`config.mk`:
```
export PLATFORM = sky130hd
export DESIGN_NAME = addr_path_top
export DESIGN_NICKNAME = d
export VERILOG_FILES = /design/src/verilog/addr_pkg.sv /design/src/verilog/addr_register.sv /design/src/verilog/addr_decode.sv /design/src/verilog/addr_bus_drive.sv /design/src/verilog/addr_path_top.sv
export VERILOG_INCLUDE_DIRS = /design/src /design/src/verilog
export SDC_FILE = /design/constraint.sdc
export NUM_CORES = 1
export LEC_CHECK = 0
export BUFFER_PORTS_ARGS = -buffer_cell sky130_fd_sc_hd__buf_4
export CORE_AREA = 4 4 103 56
export CTS_CLUSTER_DIAMETER = 100
export DETAILED_ROUTE_END_ITERATION = 12
export DIE_AREA = 0 0 107 60
export HOLD_SLACK_MARGIN = 0.05
export PLACE_DENSITY = 0.77
export SLEW_MARGIN = 20
export SYNTH_ARGS = -nofsm -noshare
export SYNTH_HDL_FRONTEND = slang
export SYNTH_SLANG_ARGS = --single-unit
```
`constraint.sdc`:
```
create_clock -name clk -period 1.6 [get_ports clk]
set_clock_uncertainty 0.2 [all_clocks]
set_input_delay 0.08 -clock clk [delete_from_list [all_inputs] [get_ports clk]]
set_output_delay 0.08 -clock clk [all_outputs]
set_load 0.005 [all_outputs]
```
`src/verilog/addr_macros.svh`:
```
`ifndef ADDR_MACROS_SVH
`define ADDR_MACROS_SVH

//////////////////////////////////////////////////////////////////////
// address path widths and decode fields
//////////////////////////////////////////////////////////////////////

// width of the address register and of the address bus
`define ADDR_W 16

// device page bits, all zero for a system or I/O device access
`define DEV_PAGE_HI 15
`define DEV_PAGE_LO 11

// device select field, value 0 is the system device
`define DEV_SEL_HI 10
`define DEV_SEL_LO 8

// bits compared by the autoindex detector
`define AIDX_HI 15
`define AIDX_LO 7

// 0000_0000_1 in bits 15 to 7 marks page 0x0080 to 0x00ff
`define AIDX_PATTERN 9'b0_0000_0001

`endif

```
`src/verilog/addr_pkg.sv`:
```
`default_nettype none

`include "addr_macros.svh"

//////////////////////////////////////////////////////////////////////
// types passed between the address path stages
//////////////////////////////////////////////////////////////////////

package addr_pkg;

   // one machine address
   typedef logic [`ADDR_W-1:0] addr_t;

   // stage 1 item
   // address register value and the cycle controls seen with it
   typedef struct packed {
      addr_t addr;
      // this cycle's write strobe was low
      logic  loaded;
      // active low memory cycle
      logic  nmem;
      // active low I/O cycle
      logic  nio;
      // active low end of instruction
      logic  nend;
   } ar_stage_t;

   // stage 2 item
   // decoded selects and the autoindex state for one address
   typedef struct packed {
      addr_t      addr;
      // memory or I/O cycle running
      logic       bus_en;
      logic       nsysdev;
      // devices 3 down to 1
      logic [3:1] niodev;
      logic       naindex;
   } dec_stage_t;

   // idle stage 1 item
   localparam ar_stage_t AR_STAGE_IDLE = '{
      addr: '0, loaded: 1'b0, nmem: 1'b1, nio: 1'b1, nend: 1'b1
   };

   // idle stage 2 item, every select released
   localparam dec_stage_t DEC_STAGE_IDLE = '{
      addr: '0, bus_en: 1'b0, nsysdev: 1'b1, niodev: 3'b111, naindex: 1'b1
   };

endpackage

`default_nettype wire

```
`src/verilog/addr_register.sv`:
```
`default_nettype none

//////////////////////////////////////////////////////////////////////
// stage 1 of the address path
//////////////////////////////////////////////////////////////////////

// the address register of the processor board
// loads from the internal bus while the write strobe is low
// the cycle controls are registered on the same edge so they
// travel down the pipe together with the address they belong to

module addr_register (
   input  logic                clk,
   input  logic                arst_n,
   // internal bus
   input  addr_pkg::addr_t     ibus,
   // active low write strobe for the register
   input  logic                nwar,
   // cycle controls
   input  logic                nmem,
   input  logic                nio,
   input  logic                nend,
   // register value straight out
   output addr_pkg::addr_t     ar,
   // item handed to the decode stage
   output addr_pkg::ar_stage_t ar_stage
);

   // stage 1 register
   addr_pkg::ar_stage_t stage_q;

   always_ff @(posedge clk or negedge arst_n) begin
      if (!arst_n) begin
         // empty register, no cycle, not loaded
         stage_q <= addr_pkg::AR_STAGE_IDLE;
      end else begin
         // address only moves on a write strobe
         // otherwise the old value is kept
         if (!nwar) begin
            stage_q.addr <= ibus;
         end

         // fresh address marker for the autoindex detector
         stage_q.loaded <= ~nwar;

         // controls of this edge stay beside the address
         stage_q.nmem <= nmem;
         stage_q.nio  <= nio;
         stage_q.nend <= nend;
      end
   end

   //////////////////////////////////////////////////////////////////////
   // outputs
   //////////////////////////////////////////////////////////////////////

   // ar is visible one edge after the strobe
   assign ar = stage_q.addr;

   // whole item to stage 2
   assign ar_stage = stage_q;

endmodule

`default_nettype wire

```
`src/verilog/addr_decode.sv`:
```
`default_nettype none

`include "addr_macros.svh"

//////////////////////////////////////////////////////////////////////
// stage 2 of the address path
//////////////////////////////////////////////////////////////////////

// device select decoder and autoindex detector
// device selects need an I/O cycle and an address in the device page
// the select field then picks one of eight lines like a '138
// only the lowest four lines are wired to devices
//
// autoindex page is 0x0080 to 0x00ff
// the flag is held until end of instruction because indirect
// accesses overwrite the address register mid-instruction

module addr_decode (
   input  logic                 clk,
   input  logic                 arst_n,
   // item from the address register stage
   input  addr_pkg::ar_stage_t  ar_stage,
   // item for the bus drive stage
   output addr_pkg::dec_stage_t dec_stage
);

   //////////////////////////////////////////////////////////////////////
   // device select decode
   //////////////////////////////////////////////////////////////////////

   // address in the device page
   logic                                dev_page_zero;
   // device number from the address
   logic [`DEV_SEL_HI-`DEV_SEL_LO:0]    dev_sel;
   // I/O cycle to a device page address
   logic                                dev_hit;
   // all eight demux outputs, active low
   logic [7:0]                          nsel;

   // all page bits must be zero
   assign dev_page_zero = ~|ar_stage.addr[`DEV_PAGE_HI:`DEV_PAGE_LO];

   assign dev_sel = ar_stage.addr[`DEV_SEL_HI:`DEV_SEL_LO];

   // nio works as the enable of the demux
   assign dev_hit = ~ar_stage.nio & dev_page_zero;

   // one low line for the selected device
   // values 4 to 7 drive lines with nothing behind them
   assign nsel = dev_hit ? ~(8'b0000_0001 << dev_sel) : 8'hff;

   //////////////////////////////////////////////////////////////////////
   // autoindex detect
   //////////////////////////////////////////////////////////////////////

   // address bits 15 to 7 equal the autoindex pattern
   logic aidx_match;
   // freshly loaded address in the autoindex page
   logic aidx_set;
   // end of instruction
   logic aidx_clr;
   // next value of the held flag
   logic naindex_next;

   assign aidx_match = (ar_stage.addr[`AIDX_HI:`AIDX_LO] == `AIDX_PATTERN);

   // only a new load may set the flag
   assign aidx_set = ar_stage.loaded & aidx_match;

   assign aidx_clr = ~ar_stage.nend;

   // stage register, its naindex field is the held flag
   addr_pkg::dec_stage_t stage_q;

   // clear beats set, otherwise hold
   // a later non-matching load leaves the flag alone
   always_comb begin
      if (aidx_clr) begin
         naindex_next = 1'b1;
      end else if (aidx_set) begin
         naindex_next = 1'b0;
      end else begin
         naindex_next = stage_q.naindex;
      end
   end

   //////////////////////////////////////////////////////////////////////
   // stage register
   //////////////////////////////////////////////////////////////////////

   always_ff @(posedge clk or negedge arst_n) begin
      if (!arst_n) begin
         stage_q <= addr_pkg::DEC_STAGE_IDLE;
      end else begin
         stage_q.addr    <= ar_stage.addr;
         // drive the bus for memory or I/O cycles
         stage_q.bus_en  <= ~(ar_stage.nmem & ar_stage.nio);
         // line 0 is the system device
         stage_q.nsysdev <= nsel[0];
         // lines 3 to 1 are I/O devices 3 to 1
         stage_q.niodev  <= nsel[3:1];
         stage_q.naindex <= naindex_next;
      end
   end

   assign dec_stage = stage_q;

endmodule

`default_nettype wire

```
`src/verilog/addr_bus_drive.sv`:
```
`default_nettype none

//////////////////////////////////////////////////////////////////////
// stage 3 of the address path
//////////////////////////////////////////////////////////////////////

// address bus driver
// the bus is driven during memory and I/O cycles only
// between cycles the bus keeps the last driven value
// which stands in for bus hold on the real backplane
// selects and autoindex are registered here too so that
// all outputs move on the same edge as the bus

module addr_bus_drive (
   input  logic                 clk,
   input  logic                 arst_n,
   // item from the decode stage
   input  addr_pkg::dec_stage_t dec_stage,
   // address bus value and its enable
   output addr_pkg::addr_t      ab,
   output logic                 ab_en,
   // device selects, active low
   output logic                 nsysdev,
   output logic                 niodev1,
   output logic                 niodev2,
   output logic                 niodev3,
   // autoindex, active low
   output logic                 naindex
);

   //////////////////////////////////////////////////////////////////////
   // bus value and enable
   //////////////////////////////////////////////////////////////////////

   always_ff @(posedge clk or negedge arst_n) begin
      if (!arst_n) begin
         ab    <= '0;
         ab_en <= 1'b0;
      end else begin
         // new value only while a cycle runs
         if (dec_stage.bus_en) begin
            ab <= dec_stage.addr;
         end
         ab_en <= dec_stage.bus_en;
      end
   end

   //////////////////////////////////////////////////////////////////////
   // selects
   //////////////////////////////////////////////////////////////////////

   // released on reset
   always_ff @(posedge clk or negedge arst_n) begin
      if (!arst_n) begin
         nsysdev <= 1'b1;
         niodev1 <= 1'b1;
         niodev2 <= 1'b1;
         niodev3 <= 1'b1;
         naindex <= 1'b1;
      end else begin
         nsysdev <= dec_stage.nsysdev;
         niodev1 <= dec_stage.niodev[1];
         niodev2 <= dec_stage.niodev[2];
         niodev3 <= dec_stage.niodev[3];
         naindex <= dec_stage.naindex;
      end
   end

endmodule

`default_nettype wire

```
`src/verilog/addr_path_top.sv`:
```
`default_nettype none

//////////////////////////////////////////////////////////////////////
// address path of the processor board
//////////////////////////////////////////////////////////////////////

// three stages in a row
//   addr_register   address register and cycle controls
//   addr_decode     device selects and autoindex flag
//   addr_bus_drive  address bus with hold and output selects
// a new item enters every clock, nothing stalls
// bus and select outputs trail the inputs by three edges

module addr_path_top (
   input  logic            clk,
   input  logic            arst_n,
   // internal bus and register strobe
   input  addr_pkg::addr_t ibus,
   input  logic            nwar,
   // cycle controls
   input  logic            nmem,
   input  logic            nio,
   input  logic            nend,
   // address register
   output addr_pkg::addr_t ar,
   // address bus
   output addr_pkg::addr_t ab,
   output logic            ab_en,
   // device selects and autoindex
   output logic            nsysdev,
   output logic            niodev1,
   output logic            niodev2,
   output logic            niodev3,
   output logic            naindex
);

   // stage 1 to stage 2
   addr_pkg::ar_stage_t  ar_stage;
   // stage 2 to stage 3
   addr_pkg::dec_stage_t dec_stage;

   addr_register addr_register_inst (
      .clk      (clk),
      .arst_n   (arst_n),
      .ibus     (ibus),
      .nwar     (nwar),
      .nmem     (nmem),
      .nio      (nio),
      .nend     (nend),
      .ar       (ar),
      .ar_stage (ar_stage)
   );

   addr_decode addr_decode_inst (
      .clk       (clk),
      .arst_n    (arst_n),
      .ar_stage  (ar_stage),
      .dec_stage (dec_stage)
   );

   addr_bus_drive addr_bus_drive_inst (
      .clk       (clk),
      .arst_n    (arst_n),
      .dec_stage (dec_stage),
      .ab        (ab),
      .ab_en     (ab_en),
      .nsysdev   (nsysdev),
      .niodev1   (niodev1),
      .niodev2   (niodev2),
      .niodev3   (niodev3),
      .naindex   (naindex)
   );

endmodule

`default_nettype wire

```
==> run_results.csv <==
group,metric,value,unit
timing,max_slew_margin,79.7,%
die,pin_count,60,
place,port_buffers,59,
die,core_area,4820,sq um
clock_tree,cts_buffer_depth,2,
timing,tightest_slew,0.302,ns
clock_tree,clock-sinks,64,
run_status,status,"finished, final reports clean",
synth,synthCells,128,
synth,ys_warn_count,0,
finish,nets,242,
global_route,grt.overflow.total,0,
finish,diodes,0,
setup_path,cp_cell_sequence,"mux2_2 > dlygate4sd3_1",
synth,yosys.area.top_type_share,57.8,%
timing,min_period,1.59,ns
setup_path,end_kind,"register",
synth,synthTopCellsByArea,"dfrtp_1 (58%), mux2_2 (16%), dfstp_2 (15%)",
synth,ys_seq_area_share,73.3,%
timing,timing.final.crit_share,99.6,%
place,gp_congestion,0.719,
timing,fmax,0.628,GHz
drt,wl_per_cell,14.8,um
drt,drt_iter0_drc,29,
setup_path,crit_fanout,7,
die,dieHeight,60,um
finish,final_common_cell,"buf_4",
global_route,grt_pass1_vias,1448,
setup_path,critPathRequiredTime,1.61,ns
power,powerDensity,1110,nW/um^2
finish,area_growth,44.5,%
setup_path,max_stage_delay,0.55,ns
finish,fin_util,66.2,%
drt,drcViolationCount,0,
power,p_sw_share,22.4,%
hold_path,hold_class,"register to register",
power,p_leak,0.00143,uW
global_route,antenna_found_initial,0,
clock_tree,clkLatencyLatePin,0.33,ns
power,clkPwrFrac,33.8,%
synth,syn_nets,150,
clock_tree,cts_made_buffers,9,
power,max-vdd-ir-drop,0.000624,V
clock_tree,cts_root_buf,"clkbuf_8",
drt,drtPass1Iterations,4,
die,fp.dieArea,6420,sq um
setup_path,critPathLaunchType,"register",
global_route,grt_usage,15.5,%
setup_path,slowest_stage,"dlygate4sd3_1",
synth,syn_area,2210,sq um
synth,netlist.top_cell.by_area,"dfrtp_1",
timing,rsz0062_at_grt,"yes",
die,rows,18,
drt,ant_nets,0,
clock_tree,htree_levels,3,
setup_path,cp.arrival,1.60,ns
global_route,grt_max_degree,34,
clock_tree,clkTransAtPathRegs,0.07,ns
timing,finalSetupTns,0,ns
power,combPwrFrac,13.8,%
global_route,grt_pass1_wl,7160,um
drt,drt_wl_total,4360,um
timing,fin_ws,0.00695,ns
drt,route.vias.total,1305,
synth,ys_types,16,
synth,ys_ff_latch,64,
die,die_w,107,um
die,initial_core_util,45.8,%
place,pre_cts_ws,0.0212,ns
timing,finalSetupViolCount,0,
timing,hold_viol_final,0,
power,p_switching,790,uW
power,p_int,2740,uW
drt,routed_via_density,4.42,
finish,drive_gt1_share,56.9,%
flow_run,drv_cap,0,
place,place_hpwl,2750,um
finish,layout_common_cells,"buf_4 (65), dfrtp_1 (49), dlygate4sd3_1 (34)",
setup_path,crit_type,"register to register",
power,seqPwrFrac,52.4,%
timing,drv_slew,0,
synth,syn_avg_cell_area,17.3,sq um
clock_tree,cts_tree,"yes",
[area by class of cell]
| class | count | area (sq um) |
|---|---|---|
| Clock buffer | 15 | 166 |
| Clock inverter | 1 | 5.00 |
| Fill cell | 329 | 1630 |
| Inverter | 1 | 3.75 |
| Multi-Input combinational cell | 43 | 448 |
| Sequential cell | 64 | 1620 |
| Tap cell | 70 | 87.6 |
| Timing Repair Buffer | 101 | 860 |
[power groups by stage]
stage / sequential (uW) / clock (uW) / combinational, uW
4_1_cts: 1850 / 1230 / 479
3_5_place_dp: 1880 / 0 / 391
2_1_floorplan: 1870 / 0 / 180
5_1_grt: 1870 / 1310 / 529
3_3_place_gp: 1870 / 0 / 382
6_report: 1850 / 1190 / 487
[final timing paths]
kind,cells after the start,slack (ns),to,from
setup / recovery,2,0.007,addr_register_inst.ar[9]$_DFFE_PN0N_,addr_register_inst.ar[9]$_DFFE_PN0N_
hold / removal,0,0.15,addr_bus_drive_inst.nsysdev$_DFF_PN1_,addr_decode_inst.dec_stage[4]$_DFF_PN1_
setup reg to reg,2,0.007,addr_register_inst.ar[9]$_DFFE_PN0N_,addr_register_inst.ar[9]$_DFFE_PN0N_
hold reg to reg,0,0.15,addr_bus_drive_inst.nsysdev$_DFF_PN1_,addr_decode_inst.dec_stage[4]$_DFF_PN1_
max in group asynchronous,4,0.14,addr_register_inst.ar_stage[1]$_DFF_PN1_,arst_n
min in group asynchronous,3,0.53,addr_bus_drive_inst.ab[7]$_DFFE_PN0P_,arst_n
[routing by layer]
| metal | share of wire [%] | vias up | routed length [um] | GRT usage [%] |
|---|---|---|---|---|
| met5 | 0 | - | 0 | 0 |
| met1 | 41 | 662 | 1780 | 16.8 |
| met3 | 4.5 | 9 | 198 | 7.12 |
| met2 | 53 | 35 | 2320 | 27.1 |
| met4 | 1.6 | 0 | 68 | 6.19 |
| li1 | - | 599 | - | - |
[through the flow]
step	instance area, sq um	std cells	power, uW	hold slack (ns)
finish	3190	295	3530	0.151
global route	3190	295	3710	0.162
CTS	3170	293	3560	0.151
detailed placement	2660	243	2270	-0.165
global placement	2660	243	2250	-0.172
floorplan	2210	128	2050	-0.416
[flip-flops by register name (all words and copies together), names as in the netlist]
register	count
addr_register_inst.ar_stage	4
addr_bus_drive_inst.naindex	1
addr_decode_inst.dec_stage	22
addr_bus_drive_inst.niodev3	1
addr_bus_drive_inst.ab_en	1
addr_bus_drive_inst.niodev2	1
addr_bus_drive_inst.ab	16
addr_bus_drive_inst.niodev1	1
addr_register_inst.ar	16
addr_bus_drive_inst.nsysdev	1
[cell families (layout without fill, tap and decap cells)]
family / after synthesis / count (layout) / share of synthesized area [%]
AOI/OAI and AO/OA: 1 / 1 / 0.510
buffers and inverters: 21 / 118 / 6.46
DFF: 64 / 64 / 73.3
muxes: 32 / 32 / 16.3
and+or+nand+nor: 10 / 10 / 3.46
[cell usage after synthesis]
library cell / instances
dfstp_2: 13
nor4_4: 1
inv_1: 1
buf_4: 16
nand4_1: 1
nand2b_1: 1
mux2_2: 32
dfrtp_1: 51
or4_4: 1
nand2_1: 2
nand3b_1: 2
nand3_1: 1
clkbuf_1: 1
o41a_1: 1
nor2_1: 1
buf_2: 3
[timing repair]
action,in CTS,in global routing
gates resized for setup,0,3
endpoints found under the setup margin,0,10
hold endpoints to repair,84,1
buffers inserted,0,2
hold buffers,34,1
[worst max-delay path, delay by kind of cell, from the launching register on]
family                 cells  cell delay, ns
buffers and inverters      1            0.55
DFF                        1            0.44
muxes                      1            0.29
Note: power is estimated with default switching activity, not from simulation.
